### src/verilog/hw_manager_pkg.sv
`default_nettype none

package hw_manager_pkg;

  localparam int unsigned MAX_BOARDS   = 8;  // Limited by board field width
  localparam int unsigned BOARD_W      = 3;
  localparam int unsigned SPI_MIN_INIT = 10; // Cycles before spi_off is trusted

  // Sequencer states, values shared with software
  typedef enum logic [3:0] {
    ST_IDLE              = 4'd1,
    ST_CONFIRM_SPI_INIT  = 4'd2,
    ST_RELEASE_SD_F      = 4'd3,
    ST_PULSE_SD_RST      = 4'd4,
    ST_SD_RST_DELAY      = 4'd5,
    ST_CONFIRM_SPI_START = 4'd6,
    ST_RUNNING           = 4'd7,
    ST_HALTED            = 4'd8
  } hw_state_t;

  // Status codes, upper byte groups the subsystem
  typedef enum logic [24:0] {
    STS_OK                   = 25'h0001,
    STS_PS_SHUTDOWN          = 25'h0002,
    STS_SPI_START_TIMEOUT    = 25'h0100,
    STS_SPI_INIT_TIMEOUT     = 25'h0101,
    STS_INTEG_THRESH_AVG_OOB = 25'h0200,
    STS_INTEG_WINDOW_OOB     = 25'h0201,
    STS_INTEG_EN_OOB         = 25'h0202,
    STS_SYS_EN_OOB           = 25'h0203,
    STS_LOCK_VIOL            = 25'h0204,
    STS_SHUTDOWN_SENSE       = 25'h0300,
    STS_EXT_SHUTDOWN         = 25'h0301,
    STS_OVER_THRESH          = 25'h0400,
    STS_THRESH_UNDERFLOW     = 25'h0401,
    STS_THRESH_OVERFLOW      = 25'h0402,
    STS_BAD_DAC_CMD          = 25'h0600,
    STS_DAC_CAL_OOB          = 25'h0601,
    STS_DAC_VAL_OOB          = 25'h0602,
    STS_DAC_BUF_UNDERFLOW    = 25'h0603,
    STS_DAC_BUF_OVERFLOW     = 25'h0604,
    STS_UNEXP_DAC_TRIG       = 25'h0605
  } status_code_t;

  typedef struct packed {
    logic [BOARD_W-1:0] board_num; // Top bits
    status_code_t       code;
    hw_state_t          state;
  } status_word_t;

  // Per-board flags, highest priority first
  typedef struct packed {
    logic shutdown_sense;
    logic over_thresh;
    logic thresh_underflow;
    logic thresh_overflow;
    logic bad_dac_cmd;
    logic dac_cal_oob;
    logic dac_val_oob;
    logic dac_cmd_buf_underflow;
    logic dac_cmd_buf_overflow;
    logic unexp_dac_trig;
  } board_faults_t;

  // Index into board flags, lower wins
  typedef enum logic [3:0] {
    CAUSE_SHUTDOWN_SENSE   = 4'd0,
    CAUSE_OVER_THRESH      = 4'd1,
    CAUSE_THRESH_UNDERFLOW = 4'd2,
    CAUSE_THRESH_OVERFLOW  = 4'd3,
    CAUSE_BAD_DAC_CMD      = 4'd4,
    CAUSE_DAC_CAL_OOB      = 4'd5,
    CAUSE_DAC_VAL_OOB      = 4'd6,
    CAUSE_DAC_BUF_UNDERFLOW = 4'd7,
    CAUSE_DAC_BUF_OVERFLOW = 4'd8,
    CAUSE_UNEXP_DAC_TRIG   = 4'd9,
    CAUSE_NONE             = 4'd15
  } fault_cause_t;

  typedef struct packed {
    logic               any;   // At least one board faulted
    fault_cause_t       cause;
    logic [BOARD_W-1:0] board;
  } arb_result_t;

  // Pre-start config checks, highest priority first
  typedef struct packed {
    logic integ_thresh_avg_oob;
    logic integ_window_oob;
    logic integ_en_oob;
    logic sys_en_oob;
  } cfg_faults_t;

  typedef struct packed {
    logic unlock_cfg;
    logic spi_clk_power_n;   // Active low
    logic spi_en;
    logic shutdown_sense_en;
    logic trig_en;
    logic n_shutdown_force;  // Active low
    logic n_shutdown_rst;    // Active low
  } power_ctrl_t;

  // Board fault cause to reported status code
  function automatic status_code_t cause_code(fault_cause_t cause);
    case (cause)
      CAUSE_SHUTDOWN_SENSE:    cause_code = STS_SHUTDOWN_SENSE;
      CAUSE_OVER_THRESH:       cause_code = STS_OVER_THRESH;
      CAUSE_THRESH_UNDERFLOW:  cause_code = STS_THRESH_UNDERFLOW;
      CAUSE_THRESH_OVERFLOW:   cause_code = STS_THRESH_OVERFLOW;
      CAUSE_BAD_DAC_CMD:       cause_code = STS_BAD_DAC_CMD;
      CAUSE_DAC_CAL_OOB:       cause_code = STS_DAC_CAL_OOB;
      CAUSE_DAC_VAL_OOB:       cause_code = STS_DAC_VAL_OOB;
      CAUSE_DAC_BUF_UNDERFLOW: cause_code = STS_DAC_BUF_UNDERFLOW;
      CAUSE_DAC_BUF_OVERFLOW:  cause_code = STS_DAC_BUF_OVERFLOW;
      CAUSE_UNEXP_DAC_TRIG:    cause_code = STS_UNEXP_DAC_TRIG;
      default:                 cause_code = STS_OK; // No fault
    endcase
  endfunction

endpackage

`default_nettype wire

### src/verilog/board_fault_encoder.sv
`timescale 1ns/100ps
`default_nettype none

// Priority encoder for one board's fault flags
module board_fault_encoder (
  input  wire hw_manager_pkg::board_faults_t faults,
  output hw_manager_pkg::fault_cause_t       cause   // Index of first set flag
);

  // First set flag in priority order wins
  always_comb begin
    case (1'b1)
      faults.shutdown_sense:
        cause = hw_manager_pkg::CAUSE_SHUTDOWN_SENSE;
      faults.over_thresh:
        cause = hw_manager_pkg::CAUSE_OVER_THRESH;      // Integrator threshold
      faults.thresh_underflow:
        cause = hw_manager_pkg::CAUSE_THRESH_UNDERFLOW;
      faults.thresh_overflow:
        cause = hw_manager_pkg::CAUSE_THRESH_OVERFLOW;
      faults.bad_dac_cmd:
        cause = hw_manager_pkg::CAUSE_BAD_DAC_CMD;      // DAC command path
      faults.dac_cal_oob:
        cause = hw_manager_pkg::CAUSE_DAC_CAL_OOB;
      faults.dac_val_oob:
        cause = hw_manager_pkg::CAUSE_DAC_VAL_OOB;
      faults.dac_cmd_buf_underflow:
        cause = hw_manager_pkg::CAUSE_DAC_BUF_UNDERFLOW;
      faults.dac_cmd_buf_overflow:
        cause = hw_manager_pkg::CAUSE_DAC_BUF_OVERFLOW;
      faults.unexp_dac_trig:
        cause = hw_manager_pkg::CAUSE_UNEXP_DAC_TRIG;
      default:
        cause = hw_manager_pkg::CAUSE_NONE;             // Board healthy
    endcase
  end

endmodule

`default_nettype wire

### src/verilog/fault_arbiter.sv
`timescale 1ns/100ps
`default_nettype none

// Picks the winning fault over all boards
// Lowest cause index first, then lowest board number
module fault_arbiter #(
  parameter int unsigned N_BOARDS = 8
) (
  input  wire hw_manager_pkg::fault_cause_t causes [N_BOARDS], // One per board
  output hw_manager_pkg::arb_result_t       arb
);

  localparam int BW = hw_manager_pkg::BOARD_W;

  // Board index must fit the status word board field
  if (N_BOARDS < 1 || N_BOARDS > hw_manager_pkg::MAX_BOARDS) begin : g_bad_boards
    $error("fault_arbiter: N_BOARDS %0d outside 1..%0d",
           N_BOARDS, hw_manager_pkg::MAX_BOARDS);
  end

  always_comb begin
    hw_manager_pkg::fault_cause_t best_cause;
    logic [BW-1:0]                best_board;

    best_cause = hw_manager_pkg::CAUSE_NONE;  // CAUSE_NONE sorts last
    best_board = '0;

    // Ascending scan, strict compare keeps lower board on a tie
    for (int b = 0; b < N_BOARDS; b++) begin
      if (causes[b] < best_cause) begin
        best_cause = causes[b];
        best_board = BW'(b);
      end
    end

    arb.any   = (best_cause != hw_manager_pkg::CAUSE_NONE);
    arb.cause = best_cause;
    arb.board = best_board;   // Zero when nothing faulted
  end

endmodule

`default_nettype wire

### src/verilog/hw_manager.sv
`timescale 1ns/100ps
`default_nettype none

// Hardware manager top
// Board encoders feed one arbiter, which feeds the sequencer
module hw_manager #(
  parameter int unsigned N_BOARDS             = 8,
  parameter int unsigned SHUTDOWN_FORCE_DELAY = 25000000,
  parameter int unsigned SHUTDOWN_RESET_PULSE = 25000,
  parameter int unsigned SHUTDOWN_RESET_DELAY = 25000000,
  parameter int unsigned SPI_INIT_WAIT        = 25000000,
  parameter int unsigned SPI_START_WAIT       = 250000000
) (
  input  wire                                clk,
  input  wire                                aresetn,
  input  wire                                sys_en,
  input  wire                                spi_off,
  input  wire                                ext_shutdown,
  input  wire                                lock_viol,
  input  wire hw_manager_pkg::cfg_faults_t   cfg_faults,
  input  wire hw_manager_pkg::board_faults_t board_faults [N_BOARDS],
  output wire hw_manager_pkg::power_ctrl_t   power_ctrl,
  output wire hw_manager_pkg::status_word_t  status_word,
  output wire                                ps_interrupt
);

  hw_manager_pkg::fault_cause_t causes [N_BOARDS];  // Per-board winner
  hw_manager_pkg::arb_result_t  arb;

  // One encoder per board
  for (genvar i = 0; i < N_BOARDS; i++) begin : g_board
    board_fault_encoder enc_i (
      .faults (board_faults[i]),
      .cause  (causes[i])
    );
  end

  fault_arbiter #(
    .N_BOARDS (N_BOARDS)
  ) arb_i (
    .causes (causes),
    .arb    (arb)
  );

  power_sequencer #(
    .SHUTDOWN_FORCE_DELAY (SHUTDOWN_FORCE_DELAY),
    .SHUTDOWN_RESET_PULSE (SHUTDOWN_RESET_PULSE),
    .SHUTDOWN_RESET_DELAY (SHUTDOWN_RESET_DELAY),
    .SPI_INIT_WAIT        (SPI_INIT_WAIT),
    .SPI_START_WAIT       (SPI_START_WAIT)
  ) seq_i (
    .clk          (clk),
    .aresetn      (aresetn),
    .sys_en       (sys_en),
    .spi_off      (spi_off),
    .ext_shutdown (ext_shutdown),
    .lock_viol    (lock_viol),
    .cfg_faults   (cfg_faults),
    .arb          (arb),
    .power_ctrl   (power_ctrl),
    .status_word  (status_word),
    .ps_interrupt (ps_interrupt)
  );

endmodule

`default_nettype wire

### src/verilog/power_sequencer.sv
`timescale 1ns/100ps
`default_nettype none

// Power-up sequence, run-time fault halt and status reporting
module power_sequencer #(
  parameter int unsigned SHUTDOWN_FORCE_DELAY = 25000000,  // 100 ms at 250 MHz
  parameter int unsigned SHUTDOWN_RESET_PULSE = 25000,     // 100 us
  parameter int unsigned SHUTDOWN_RESET_DELAY = 25000000,  // 100 ms
  parameter int unsigned SPI_INIT_WAIT        = 25000000,  // 100 ms
  parameter int unsigned SPI_START_WAIT       = 250000000  // 1 s
) (
  input  wire                              clk,
  input  wire                              aresetn,
  input  wire                              sys_en,
  input  wire                              spi_off,       // SPI subsystem reports off
  input  wire                              ext_shutdown,
  input  wire                              lock_viol,
  input  wire hw_manager_pkg::cfg_faults_t cfg_faults,
  input  wire hw_manager_pkg::arb_result_t arb,           // Winning board fault
  output hw_manager_pkg::power_ctrl_t      power_ctrl,
  output hw_manager_pkg::status_word_t     status_word,
  output logic                             ps_interrupt
);

  localparam int BW = hw_manager_pkg::BOARD_W;

  // Safe state, config unlocked and everything held off
  localparam hw_manager_pkg::power_ctrl_t PC_RESET = '{
    unlock_cfg:        1'b1,
    spi_clk_power_n:   1'b1,
    spi_en:            1'b0,
    shutdown_sense_en: 1'b0,
    trig_en:           1'b0,
    n_shutdown_force:  1'b0,
    n_shutdown_rst:    1'b1
  };

  hw_manager_pkg::hw_state_t    state_q;
  logic [31:0]                  timer_q;  // Cleared on every state change
  hw_manager_pkg::status_code_t code_q;
  logic [BW-1:0]                board_q;

  hw_manager_pkg::status_code_t cfg_code;  // Config refusal code
  logic                         cfg_bad;
  hw_manager_pkg::status_code_t run_code;  // Run-time halt code
  logic [BW-1:0]                run_board;
  logic                         run_halt;

  assign status_word = '{board_num: board_q, code: code_q, state: state_q};

  // Config checks in fixed priority
  always_comb begin
    cfg_bad = |cfg_faults;
    case (1'b1)
      cfg_faults.integ_thresh_avg_oob: cfg_code = hw_manager_pkg::STS_INTEG_THRESH_AVG_OOB;
      cfg_faults.integ_window_oob:     cfg_code = hw_manager_pkg::STS_INTEG_WINDOW_OOB;
      cfg_faults.integ_en_oob:         cfg_code = hw_manager_pkg::STS_INTEG_EN_OOB;
      cfg_faults.sys_en_oob:           cfg_code = hw_manager_pkg::STS_SYS_EN_OOB;
      default:                         cfg_code = hw_manager_pkg::STS_OK;
    endcase
  end

  // Halt decision while running
  // Shutdown sense outranks ext_shutdown, other board faults rank below it
  always_comb begin
    run_halt  = 1'b1;
    run_board = board_q;  // Kept unless a board is to blame
    if (!sys_en) begin
      run_code = hw_manager_pkg::STS_PS_SHUTDOWN;     // Normal power-down request
    end else if (lock_viol) begin
      run_code = hw_manager_pkg::STS_LOCK_VIOL;
    end else if (arb.any && arb.cause == hw_manager_pkg::CAUSE_SHUTDOWN_SENSE) begin
      run_code  = hw_manager_pkg::STS_SHUTDOWN_SENSE;
      run_board = arb.board;
    end else if (ext_shutdown) begin
      run_code = hw_manager_pkg::STS_EXT_SHUTDOWN;
    end else if (arb.any) begin
      run_code  = hw_manager_pkg::cause_code(arb.cause);
      run_board = arb.board;
    end else begin
      run_halt = 1'b0;
      run_code = code_q;
    end
  end

  always_ff @(posedge clk) begin
    if (!aresetn) begin
      state_q      <= hw_manager_pkg::ST_IDLE;
      timer_q      <= '0;
      code_q       <= hw_manager_pkg::STS_OK;
      board_q      <= '0;
      power_ctrl   <= PC_RESET;
      ps_interrupt <= 1'b0;
    end else begin
      ps_interrupt <= 1'b0;  // Pulse only on entry to RUNNING or HALTED
      case (state_q)
        hw_manager_pkg::ST_IDLE: begin
          if (sys_en && cfg_bad) begin
            state_q      <= hw_manager_pkg::ST_HALTED;  // Refuse, config stays unlocked
            code_q       <= cfg_code;
            ps_interrupt <= 1'b1;
          end else if (sys_en) begin
            state_q                    <= hw_manager_pkg::ST_CONFIRM_SPI_INIT;
            timer_q                    <= '0;
            power_ctrl.unlock_cfg      <= 1'b0;  // Lock config
            power_ctrl.spi_clk_power_n <= 1'b0;  // Clock on to read spi_off
          end
        end

        hw_manager_pkg::ST_CONFIRM_SPI_INIT: begin
          if (timer_q >= hw_manager_pkg::SPI_MIN_INIT && spi_off) begin
            state_q                     <= hw_manager_pkg::ST_RELEASE_SD_F;
            timer_q                     <= '0;
            power_ctrl.spi_clk_power_n  <= 1'b1;
            power_ctrl.n_shutdown_force <= 1'b1;  // Release the force
          end else if (timer_q >= SPI_INIT_WAIT) begin
            state_q                    <= hw_manager_pkg::ST_HALTED;
            timer_q                    <= '0;
            power_ctrl.spi_clk_power_n <= 1'b1;
            code_q                     <= hw_manager_pkg::STS_SPI_INIT_TIMEOUT;
            ps_interrupt               <= 1'b1;
          end else begin
            timer_q <= timer_q + 32'd1;
          end
        end

        hw_manager_pkg::ST_RELEASE_SD_F: begin
          if (timer_q >= SHUTDOWN_FORCE_DELAY) begin
            state_q                   <= hw_manager_pkg::ST_PULSE_SD_RST;
            timer_q                   <= '0;
            power_ctrl.n_shutdown_rst <= 1'b0;  // Reset pulse start
          end else begin
            timer_q <= timer_q + 32'd1;
          end
        end

        hw_manager_pkg::ST_PULSE_SD_RST: begin
          if (timer_q >= SHUTDOWN_RESET_PULSE) begin
            state_q                   <= hw_manager_pkg::ST_SD_RST_DELAY;
            timer_q                   <= '0;
            power_ctrl.n_shutdown_rst <= 1'b1;  // Reset pulse end
          end else begin
            timer_q <= timer_q + 32'd1;
          end
        end

        hw_manager_pkg::ST_SD_RST_DELAY: begin
          if (timer_q >= SHUTDOWN_RESET_DELAY) begin
            state_q                      <= hw_manager_pkg::ST_CONFIRM_SPI_START;
            timer_q                      <= '0;
            power_ctrl.shutdown_sense_en <= 1'b1;
            power_ctrl.spi_clk_power_n   <= 1'b0;
            power_ctrl.spi_en            <= 1'b1;
          end else begin
            timer_q <= timer_q + 32'd1;
          end
        end

        hw_manager_pkg::ST_CONFIRM_SPI_START: begin
          if (!spi_off) begin
            state_q            <= hw_manager_pkg::ST_RUNNING;  // SPI came up
            timer_q            <= '0;
            power_ctrl.trig_en <= 1'b1;
            ps_interrupt       <= 1'b1;
          end else if (timer_q >= SPI_START_WAIT) begin
            state_q                      <= hw_manager_pkg::ST_HALTED;
            timer_q                      <= '0;
            power_ctrl.n_shutdown_force  <= 1'b0;
            power_ctrl.shutdown_sense_en <= 1'b0;
            power_ctrl.spi_clk_power_n   <= 1'b1;
            power_ctrl.spi_en            <= 1'b0;
            code_q                       <= hw_manager_pkg::STS_SPI_START_TIMEOUT;
            ps_interrupt                 <= 1'b1;
          end else begin
            timer_q <= timer_q + 32'd1;
          end
        end

        hw_manager_pkg::ST_RUNNING: begin
          if (run_halt) begin
            state_q                      <= hw_manager_pkg::ST_HALTED;
            code_q                       <= run_code;
            board_q                      <= run_board;
            power_ctrl.n_shutdown_force  <= 1'b0;  // Everything off at once
            power_ctrl.shutdown_sense_en <= 1'b0;
            power_ctrl.spi_clk_power_n   <= 1'b1;
            power_ctrl.spi_en            <= 1'b0;
            power_ctrl.trig_en           <= 1'b0;
            ps_interrupt                 <= 1'b1;
          end
        end

        hw_manager_pkg::ST_HALTED: begin
          // Stay until software drops the enable
          if (!sys_en) begin
            state_q               <= hw_manager_pkg::ST_IDLE;
            code_q                <= hw_manager_pkg::STS_OK;
            board_q               <= '0;
            power_ctrl.unlock_cfg <= 1'b1;
          end
        end

        default: begin
          state_q <= hw_manager_pkg::ST_IDLE;  // Illegal encoding
          timer_q <= '0;
        end
      endcase
    end
  end

  // Triggers only while running, including the halt edge
  a_trig_only_running: assert property (@(posedge clk) disable iff (!aresetn)
    power_ctrl.trig_en |-> state_q == hw_manager_pkg::ST_RUNNING);

  // Interrupt is a single-cycle pulse
  a_irq_one_cycle: assert property (@(posedge clk) disable iff (!aresetn)
    ps_interrupt |=> !ps_interrupt);

  a_rst_pulse_state: assert property (@(posedge clk) disable iff (!aresetn)
    !power_ctrl.n_shutdown_rst |-> state_q == hw_manager_pkg::ST_PULSE_SD_RST);

endmodule

`default_nettype wire
### config.mk
export PLATFORM = sky130hd
export DESIGN_NAME = hw_manager
export DESIGN_NICKNAME = d
export VERILOG_FILES = /design/src/verilog/hw_manager_pkg.sv /design/src/verilog/board_fault_encoder.sv /design/src/verilog/fault_arbiter.sv /design/src/verilog/hw_manager.sv /design/src/verilog/power_sequencer.sv
export SDC_FILE = /design/constraint.sdc
export NUM_CORES = 1
export LEC_CHECK = 0
export BUFFER_PORTS_ARGS = -buffer_cell sky130_fd_sc_hd__buf_2
export CAP_MARGIN = 20
export CORE_AREA = 8 8 113 115
export DETAILED_ROUTE_END_ITERATION = 8
export DIE_AREA = 0 0 121 123
export PLACE_DENSITY = 0.77
export SKIP_CTS_REPAIR_TIMING = 1
export SYNTH_ARGS = -nofsm -noshare
export SYNTH_HDL_FRONTEND = slang
export SYNTH_SLANG_ARGS = --single-unit
### constraint.sdc
create_clock -name clk -period 11.9 [get_ports clk]
set_input_delay 1.785 -clock clk [delete_from_list [all_inputs] [get_ports clk]]
set_output_delay 1.785 -clock clk [all_outputs]
set_load 0.01 [all_outputs]
==> results of run 1 <==
==> power by group <==
part           total (mW)  switching, mW  internal (mW)
clock               0.167         0.0674          0.100
sequential          0.218         0.0273          0.191
combinational       0.489          0.293          0.196
==> cells in the final DEF, fill, tap and decap left out, types with 5 or more instances in the layout <==
| cell type | n |
|---|---|
| nand2_1 | 65 |
| a211oi_1 | 6 |
| o31a_1 | 5 |
| a21oi_2 | 5 |
| nor2_1 | 105 |
| o21bai_1 | 12 |
| or4_1 | 6 |
| buf_4 | 24 |
| buf_2 | 110 |
| nor4_1 | 10 |
| and3_1 | 17 |
| or3_1 | 6 |
| ha_1 | 20 |
| nor3_1 | 25 |
| conb_1 | 19 |
| a211o_1 | 5 |
| clkbuf_16 | 5 |
| inv_1 | 48 |
| and2_1 | 10 |
| nand2b_1 | 10 |
| dfxtp_1 | 52 |
| nor3b_1 | 11 |
| o31ai_1 | 7 |
| nand3_1 | 25 |
| a21oi_1 | 62 |
| nor2b_1 | 17 |
| nand4_1 | 5 |
| a31oi_1 | 8 |
| o211ai_1 | 7 |
| o21ai_0 | 43 |
==> path summary, 6_finish.rpt <==
| kind | end |
|---|---|
| max | seq_i.code_q[8]$_SDFFE_PN0P_ |
| min | seq_i.power_ctrl[1]$_SDFFE_PN0P_ |
| max reg2reg | seq_i.timer_q[10]$_SDFFE_PN0P_ |
| min reg2reg | seq_i.power_ctrl[1]$_SDFFE_PN0P_ |
==> sequential cells by signal, indices dropped and copies added (netlist names) <==
register            cells
seq_i.code_q            6
seq_i.board_q           3
seq_i.ps_interrupt      1
seq_i.power_ctrl        6
seq_i.timer_q          32
seq_i.state_q           4
==> kinds of logic after synthesis <==
kind of cell / after synthesis
simple gates: 350
compound gates: 245
buf+inv: 96
flops: 52
fa+ha+maj: 25
mux: 7
other cells: 1
xor+xnor: 1
==> critical path, delay by kind of cell <==
kind | cells | cell delay [ns]
simple gates | 13 | 2.73
fa+ha+maj | 7 | 1.67
buf+inv | 5 | 0.56
mux | 2 | 0.64
compound gates | 22 | 4.37
==> routing by layer <==
| layer | vias up | part of all wire (%) | GRT usage, % |
|---|---|---|---|
| li1 | 3048 | - | - |
| met1 | 2744 | 45 | 23.83 |
| met2 | 212 | 48 | 33.51 |
| met3 | 26 | 5.0 | 2.466 |
| met4 | 0 | 2.0 | 5.621 |
| met5 | - | 0 | 0 |
==> layout make-up <==
type / instances / area, sq um
Sequential cell: 52 / 1041
Timing Repair Buffer: 136 / 753.2
Multi-Input combinational cell: 648 / 4252
Clock inverter: 3 / 46.29
Inverter: 48 / 180.2
Tap cell: 143 / 178.9
Fill cell: 1039 / 4501
Clock buffer: 5 / 125.1
==> stage by stage <==
step / power [mW] / setup TNS (ns) / utilization [%] / area (sq um)
CTS: 0.8383 / -0.03751 / 56.65 / 6275
finish: 0.8750 / 0 / 59.37 / 6576
detailed placement: 0.6685 / -3.891 / 55.10 / 6103
floorplan: 0.5595 / 0 / - / 5492
global placement: 0.6638 / 0 / 55.10 / 6103
global route: 0.9476 / -0.8037 / 59.37 / 6576
==> results_dict.tcl, run 1 <==
set metrics [dict create \
    worstHoldPathCells 2 \
    reg2reg_from "seq_i.timer_q[31]$_SDFFE_PN0P_" \
    p_per_area_nw_per_um2 133.1 \
    crit_path_start "board_faults[74]" \
    grt_pass1_vias 5624 \
    cts_htree_levels 2 \
    setup_viol 0 \
    ys_top_cells_by_count "107 x nor2_1, 68 x a21oi_1, 67 x nand2_1, 52 x dfxtp_1, 49 x o21ai_0" \
    synth_most_common_cell "nor2_1" \
    start_util_pct 48.33 \
    diodes 0 \
    clk_pin_slew_worst_paths_ns 0.07 \
    via_per_inst 5.826 \
    async_reset_ff_share_pct 0 \
    cts_made_buffers 5 \
    synth_cell_types 85 \
    holdCritStartpoint "seq_i.power_ctrl[1]$_SDFFE_PN0P_" \
    timing.reg2reg.setup_slack_ns 8.60 \
    finalWorstSetupSlack_ns 0.3442 \
    critPathArrivalTime_ns 11.76 \
    die_area_sq_um 14880 \
    synthAdderAreaFrac_pct 5.842 \
    track_usage_pct 19.06 \
    critPathSlowestCell "or4_4" \
    synth_flop_cell "dfxtp_1" \
    synth_seq_area_share_pct 19.44 \
    ios 130 \
    clk_latency_ns 0.29 \
    synth_top_family_by_area "simple AND/OR/NAND/NOR gates" \
    dp_hpwl_um 11630 \
    hp-class "reg -> reg" \
    cts_tree "yes" \
    die_y_um 123 \
    crit_top_cell "ha_1" \
    place_inst 1018 \
    synth_top_area_share_pct 19.44 \
    synth-seq-cells 52 \
    grt_pass1_wl_um 24420 \
    path_max_fanout 8 \
    io_buffers 110 \
    hold_viol 0 \
    wl_per_cell_um 14.83 \
    finalClockSkew_ns 0.005909 \
    area_delta_synth_final_pct 22.83 \
    preCtsSetupSlack_ns -0.3111 \
    status "completed" \
    place_congestion 0.9230 \
    cts.path.max_buffers 2 \
    ys_top_cells_by_area "dfxtp_1 19%, nor2_1 7.5%, a21oi_1 6.4%" \
    dr.pass1.iters 5 \
    cp.required_ns 12.10 \
    root_buffer "clkbuf_16" \
    r2r_cells 12 \
    max_freq_mhz 86.54 \
    muxShareOfSynthArea_pct 1.426 \
    rows 39 \
    synth-compound-area-share_pct 31.78 \
    p_leak_nw 2.800 \
    synth-edff-count 0 \
    synthSimpleGateAreaFrac_pct 32.90 \
    grt_antenna_before_repair 0 \
    slowest_delay_ns 0.56 \
    netlist_instances 777 \
    fin_crit_sh_pct 97.11 \
    end_kind "flip-flop" \
    maxSlewHeadroom_pct 48.09 \
    drtIter0Drc 443 \
    timing.hold.ws_ns 0.4517 \
    vdd_drop_max_mv 0.1642 \
    avgSynthCellArea_sq_um 6.890 \
    ant_nets 0 \
    clock-sinks 52 \
    routed-via-count 6030 \
    nets 1006 \
    drc_errors 0 \
    netlist_area_sq_um 5354 \
    worst_pin_slew_ns 0.7720 \
    yosys_warnings 0 \
    routed_wl_um 15350 \
    core-area_sq_um 11080 \
    final_cells 1035 \
    cap_violations 0 \
    crit_type "in -> reg" \
    synth_top_cell_by_area "dfxtp_1" \
    slew_violations 0 \
    yosys.area_share.xor_xnor_pct 0.1636 \
    drive_gt1_share_pct 24.89 \
    start_kind "input port" \
    period_needed_ns 11.56 \
    grt_max_degree 53 \
    grt-ovfl-total 0 \
    die_x_um 121 \
]
Note: power is estimated with default switching activity, not from simulation.
==> run 2, diff against run 1 <==
--- a/config.mk
+++ b/config.mk
@@ -7,11 +7,12 @@
 export LEC_CHECK = 0
 export BUFFER_PORTS_ARGS = -buffer_cell sky130_fd_sc_hd__buf_2
 export CAP_MARGIN = 20
-export CORE_AREA = 8 8 113 115
+export CORE_AREA = 8 8 114 116
 export DETAILED_ROUTE_END_ITERATION = 8
-export DIE_AREA = 0 0 121 123
-export PLACE_DENSITY = 0.77
+export DIE_AREA = 0 0 122 124
+export PLACE_DENSITY = 0.75
 export SKIP_CTS_REPAIR_TIMING = 1
 export SYNTH_ARGS = -nofsm -noshare
 export SYNTH_HDL_FRONTEND = slang
+export SYNTH_HIERARCHICAL = 1
 export SYNTH_SLANG_ARGS = --single-unit
==> run 2 against run 1 <==
Core utilization fell by 2.6 points. Sequential power down 4%. Die area grew 1.6%. Via count is 1.1% lower. Sequential share of layout area rose by 0.59 points. Highest routed layer unchanged. Critical endpoint is now seq_i/code_q[8]$_SDFFE_PN0P_. First-iteration DRC count grew 1.8%. Register-to-register slack improved by 0.07 ns. Critical path type unchanged.
==> results_dict.tcl, run 2 <==
set metrics [dict create \
    status "completed" \
    wl_per_cell_um 14.55 \
    cts_made_buffers 5 \
    die_x_um 122 \
    drtIter0Drc 451 \
    synth_seq_area_share_pct 19.07 \
    cap_violations 0 \
    grt_max_degree 24 \
    layout_common_cells "110 x buf_2, 81 x nor2_1, 69 x nand2_1, 52 x dfxtp_1, 47 x inv_1" \
    largest_reg_flops 32 \
    top_layer_used "met4" \
    fin_crit_sh_pct 95.33 \
    setup_tns_ns 0 \
    slowest_delay_ns 0.60 \
    setup_viol 0 \
    synthSimpleGateAreaFrac_pct 33.34 \
    place_inst 996 \
    start_util_pct 48.86 \
    synth_top_area_share_pct 19.07 \
    routed-via-count 5963 \
    p_leak_nw 2.708 \
    maxSlewHeadroom_pct 30.07 \
    yosys_warnings 6 \
    synth_cell_types 82 \
    io_buffers 110 \
    dp_hpwl_um 11420 \
    critPathArrivalTime_ns 11.54 \
    critPathSlowestCell "or4_4" \
    dr.pass1.iters 5 \
    core-area_sq_um 11170 \
    die_y_um 124 \
    crit_type "in -> reg" \
    synth_top_family_by_area "simple AND/OR/NAND/NOR gates" \
    ant_nets 0 \
    grt-ovfl-total 0 \
    cp.required_ns 12.10 \
    ys_top_cells_by_area "dfxtp_1 19%, nor2_1 5.6%, ha_1 5.5%" \
    grt_pass1_wl_um 24240 \
    diodes 0 \
    finalClockSkew_ns 0.006091 \
    track_usage_pct 18.69 \
    async_reset_ff_share_pct 0 \
    synth-compound-area-share_pct 26.81 \
    die_area_sq_um 15130 \
    clk_pin_slew_worst_paths_ns 0.06 \
    via_per_inst 5.916 \
    hold_viol 0 \
    period_needed_ns 11.34 \
    utilization_pct 56.74 \
    drc_errors 0 \
    reg.largest.list "seq_i/timer_q (32), seq_i/code_q (6), seq_i/power_ctrl (6)" \
    area_delta_synth_final_pct 16.11 \
    drive_gt1_share_pct 20.46 \
    ios 130 \
    final_common_cell "buf_2" \
    avgSynthCellArea_sq_um 7.156 \
    cts.path.max_buffers 2 \
    end_kind "flip-flop" \
    grt_antenna_before_repair 0 \
    grt_pass1_vias 5452 \
    synthAdderAreaFrac_pct 5.683 \
    netlist_instances 763 \
    nets 978 \
    place_area_sq_um 6080 \
    wl_met2_um 6935 \
    max_freq_mhz 88.15 \
    cts_htree_levels 2 \
    largest_register "seq_i/timer_q" \
    preCtsSetupSlack_ns -0.1736 \
    hp-class "reg -> reg" \
    crit_family "compound AO/OA/AOI/OAI gates" \
    yosys.area_share.xor_xnor_pct 3.048 \
    cp.buffers_inverters 5 \
    design_area_sq_um 6340 \
    cts_tree "yes" \
    finalWorstSetupSlack_ns 0.5560 \
    slew_violations 0 \
    routed_wl_um 14670 \
    synth-edff-count 0 \
    p_per_area_nw_per_um2 108.1 \
    synth_most_common_cell "nor2_1" \
    netlist_area_sq_um 5460 \
    wl_met3_um 785 \
    muxShareOfSynthArea_pct 3.781 \
    rows 39 \
    synth_flop_cell "dfxtp_1" \
    timing.hold.ws_ns 0.4587 \
    final_cells 1008 \
    worst_pin_slew_ns 1.039 \
    clock-sinks 52 \
    m1WireLength_um 6777 \
    path_max_fanout 6 \
    start_kind "input port" \
    vdd_drop_max_mv 0.1131 \
    synth_top_cell_by_area "dfxtp_1" \
    crit_top_cell "ha_1" \
    ys_top_cells_by_count "82 x nor2_1, 69 x nand2_1, 52 x dfxtp_1, 47 x inv_1, 42 x a21oi_1" \
    root_buffer "clkbuf_16" \
    p_total_mw 0.6855 \
    clk_latency_ns 0.30 \
    synth-seq-cells 52 \
    place_congestion 0.8655 \
]
run 2: cell count changes in the layout (fill, tap and decap cells not counted), moves of 9 or more:
cell	delta
a21oi_1	-24
xor2_1	+15
nand4_1	+14
o21ai_0	-19
or2_1	+9
mux2i_1	+9
nor2_1	-24
o21bai_1	-9
run 2: final cells by class:
type	instances	area (sq um)
clock buffers	6	138.9
multi-input cells	631	4120
clock inverters	2	10.01
well taps	143	178.9
flip-flops and latches	52	1041
fillers	1090	4835
inverters	48	180.2
repair buffers	126	670.6
run 2: where the power goes:
group | internal [mW] | leakage, nW | switching (mW)
clock | 0.0831 | 0.0766 | 0.0644
sequential | 0.187 | 0.421 | 0.0217
combinational | 0.135 | 2.21 | 0.194
total | 0.405 | 2.71 | 0.280
run 2: cells by family after synthesis:
| logic type | after synthesis |
|---|---|
| buf+inv | 98 |
| xor+xnor | 19 |
| compound gates | 199 |
| other cells | 1 |
| simple gates | 350 |
| mux | 19 |
| fa+ha+maj | 25 |
| flops | 52 |
run 2: final timing paths:
kind | start | to | slack, ns | cells after the start
max | board_faults[70] | seq_i/code_q[8]$_SDFFE_PN0P_ | 0.56 | 48
min | seq_i/code_q[2]$_SDFFE_PN0P_ | seq_i/code_q[2]$_SDFFE_PN0P_ | 0.46 | 2
max reg2reg | seq_i/timer_q[28]$_SDFFE_PN0P_ | seq_i/timer_q[28]$_SDFFE_PN0P_ | 8.67 | 7
min reg2reg | seq_i/code_q[2]$_SDFFE_PN0P_ | seq_i/code_q[2]$_SDFFE_PN0P_ | 0.46 | 2
run 2: per-layer routing:
metal,global-route usage [%],vias up
met1,24.04,2762
met4,5.551,0
li1,-,2979
met2,31.84,209
met5,0,-
met3,2.539,13
run 2: worst reg2reg max path, cell delays in order, from the launching register on:
cell	delay, ns
dfxtp_1	0.32
or4_4	0.56
or4_4	0.53
nor4_2	0.49
o211a_1	0.55
o31ai_1	0.34
buf_4	0.27
a21oi_1	0.11
==> run 3, diff against run 2 <==
--- a/config.mk
+++ b/config.mk
@@ -10,7 +10,7 @@
 export CORE_AREA = 8 8 114 116
 export DETAILED_ROUTE_END_ITERATION = 8
 export DIE_AREA = 0 0 122 124
-export PLACE_DENSITY = 0.75
+export PLACE_DENSITY = 0.78
 export SKIP_CTS_REPAIR_TIMING = 1
 export SYNTH_ARGS = -nofsm -noshare
 export SYNTH_HDL_FRONTEND = slang
==> run 3 against run 2 <==
Largest power group unchanged. Die area stayed put. Critical path depth is 2 higher. Setup slack better by 0.069 ns. Via count is 0.12% lower. Largest cell class unchanged. Highest routed layer unchanged.
==> results_dict.tcl, run 3 (synthesized netlist as in run 2, its figures left out) <==
set metrics [dict create \
    p_per_area_nw_per_um2 112.6 \
    nets 979 \
    crit_top_cell "ha_1" \
    cts_htree_levels 2 \
    r2r_cells 7 \
    rsz0062_at_grt "yes" \
    design_area_sq_um 6386 \
    ant_nets 0 \
    wl_per_cell_um 14.83 \
    start_kind "input port" \
    p_leak_nw 2.728 \
    start_util_pct 48.86 \
    rr_endpoint "seq_i/timer_q[28]$_SDFFE_PN0P_" \
    dr.pass1.iters 5 \
    p_total_mw 0.7190 \
    crit_type "in -> reg" \
    grt_pass1_vias 5547 \
    dp_hpwl_um 11580 \
    multi_input_area_sq_um 4128 \
    largest_register "seq_i/timer_q" \
    hold_viol 0 \
    die_y_um 124 \
    cts_made_buffers 5 \
    fin_crit_sh_pct 94.75 \
    timing.reg2reg.setup_slack_ns 8.62 \
    largest_reg_flops 32 \
    place_congestion 0.9086 \
    track_usage_pct 18.97 \
    crit_path_start "board_faults[62]" \
    routed-via-count 5956 \
    routed_wl_um 14960 \
    clk_pin_slew_worst_paths_ns 0.07 \
    cts.path.max_buffers 2 \
    root_buffer "clkbuf_16" \
    clk_latency_ns 0.29 \
    cts_tree "yes" \
    grt_antenna_before_repair 0 \
    area_delta_synth_final_pct 16.96 \
    setup_viol 0 \
    maxSlewHeadroom_pct 27.86 \
    rows 39 \
    cap_violations 0 \
    cp.required_ns 12.06 \
    core-area_sq_um 11170 \
    period_needed_ns 11.28 \
    slowest_delay_ns 0.38 \
    endpoint "seq_i/board_q[0]$_SDFFE_PN0P_" \
    critPathArrivalTime_ns 11.43 \
    vdd_drop_max_mv 0.1212 \
    grt_max_degree 24 \
    drc_errors 0 \
    final_common_cell "buf_2" \
    max_freq_mhz 88.69 \
    regArea_sq_um 1041 \
    layout_common_cells "110 x buf_2, 81 x nor2_1, 69 x nand2_1, 52 x dfxtp_1, 47 x inv_1" \
    critPathSlowestCell "a311o_1" \
    ios 130 \
    diodes 0 \
    place_area_sq_um 6080 \
    slew_violations 0 \
    clock-sinks 52 \
    worst_pin_slew_ns 1.073 \
    num-fill-cells 1064 \
    drive_gt1_share_pct 20.67 \
    grt-ovfl-total 0 \
    path_max_fanout 6 \
    finalClockSkew_ns 0.009046 \
    die_area_sq_um 15130 \
    die_x_um 122 \
    reg2reg_from "seq_i/state_q[1]$_SDFFE_PN0P_" \
    hp-class "reg -> reg" \
    end_kind "flip-flop" \
    status "completed" \
    io_buffers 110 \
    drtIter0Drc 492 \
    via_per_inst 5.903 \
    grt_pass1_wl_um 24810 \
    reg.largest.list "seq_i/timer_q (32), seq_i/code_q (6), seq_i/power_ctrl (6)" \
]
==> run 3: final cells by class <==
cell class | count | share of cell area [%]
well taps | 143 | 2.802
clock inverters | 1 | 0.4702
multi-input cells | 631 | 64.64
repair buffers | 127 | 10.58
clock buffers | 7 | 2.390
flip-flops and latches | 52 | 16.30
inverters | 48 | 2.821
==> run 3: through the flow <==
| stage | setup slack [ns] | hold slack [ns] | TNS, ns | std cells | utilization, % |
|---|---|---|---|---|---|
| 2_1_floorplan | 0.5145 | 0.4309 | 0 | 781 | - |
| 3_3_place_gp | 0.09343 | 0.4450 | 0 | 996 | 54.41 |
| 3_5_place_dp | -0.2119 | 0.4480 | -0.8769 | 996 | 54.41 |
| 4_1_cts | 0.06385 | 0.4575 | 0 | 1004 | 56.04 |
| 5_1_grt | -0.1714 | 0.4800 | -0.9953 | 1009 | 57.15 |
| 6_report | 0.6248 | 0.4542 | 0 | 1009 | 57.15 |
==> run 3: layer usage <==
| layer | vias up | share of wire, % | wire [um] | track usage (%) |
|---|---|---|---|---|
| met5 | - | 0 | 0 | 0 |
| met4 | 0 | 1.5 | 231 | 5.243 |
| met3 | 21 | 5.9 | 886 | 2.131 |
| met2 | 218 | 47 | 7104 | 32.80 |
| met1 | 2727 | 45 | 6738 | 24.43 |
| li1 | 2990 | - | - | - |
==> run 3: power by group <==
| group | internal, mW | leakage, nW | switching, mW |
|---|---|---|---|
| Clock | 0.111 | 0.0901 | 0.0619 |
| Sequential | 0.187 | 0.421 | 0.0222 |
| Combinational | 0.136 | 2.22 | 0.200 |
==> run 3: how the worst min path moves through the flow <==
stage / from / endpoint / slack [ns] / cells past startpoint
after floorplan: seq_i/timer_q[31]$_SDFFE_PN0P_ / seq_i/timer_q[31]$_SDFFE_PN0P_ / 0.43 / 1
after global placement: seq_i/timer_q[31]$_SDFFE_PN0P_ / seq_i/timer_q[31]$_SDFFE_PN0P_ / 0.44 / 1
after detailed placement: seq_i/code_q[2]$_SDFFE_PN0P_ / seq_i/code_q[2]$_SDFFE_PN0P_ / 0.45 / 2
after CTS: seq_i/code_q[2]$_SDFFE_PN0P_ / seq_i/code_q[2]$_SDFFE_PN0P_ / 0.46 / 2
after global routing: seq_i/code_q[2]$_SDFFE_PN0P_ / seq_i/code_q[2]$_SDFFE_PN0P_ / 0.48 / 2
final: seq_i/code_q[2]$_SDFFE_PN0P_ / seq_i/code_q[2]$_SDFFE_PN0P_ / 0.45 / 2
==> run 3: critical path: cells and delay by family <==
| family | cells | cell delay, ns |
|---|---|---|
| AO/OA/AOI/OAI | 17 | 3.61 |
| AND/OR/NAND/NOR | 15 | 2.25 |
| adder cells (fa/ha/maj) | 7 | 1.83 |
| multiplexers | 6 | 1.42 |
| buffers and inverters | 5 | 0.51 |
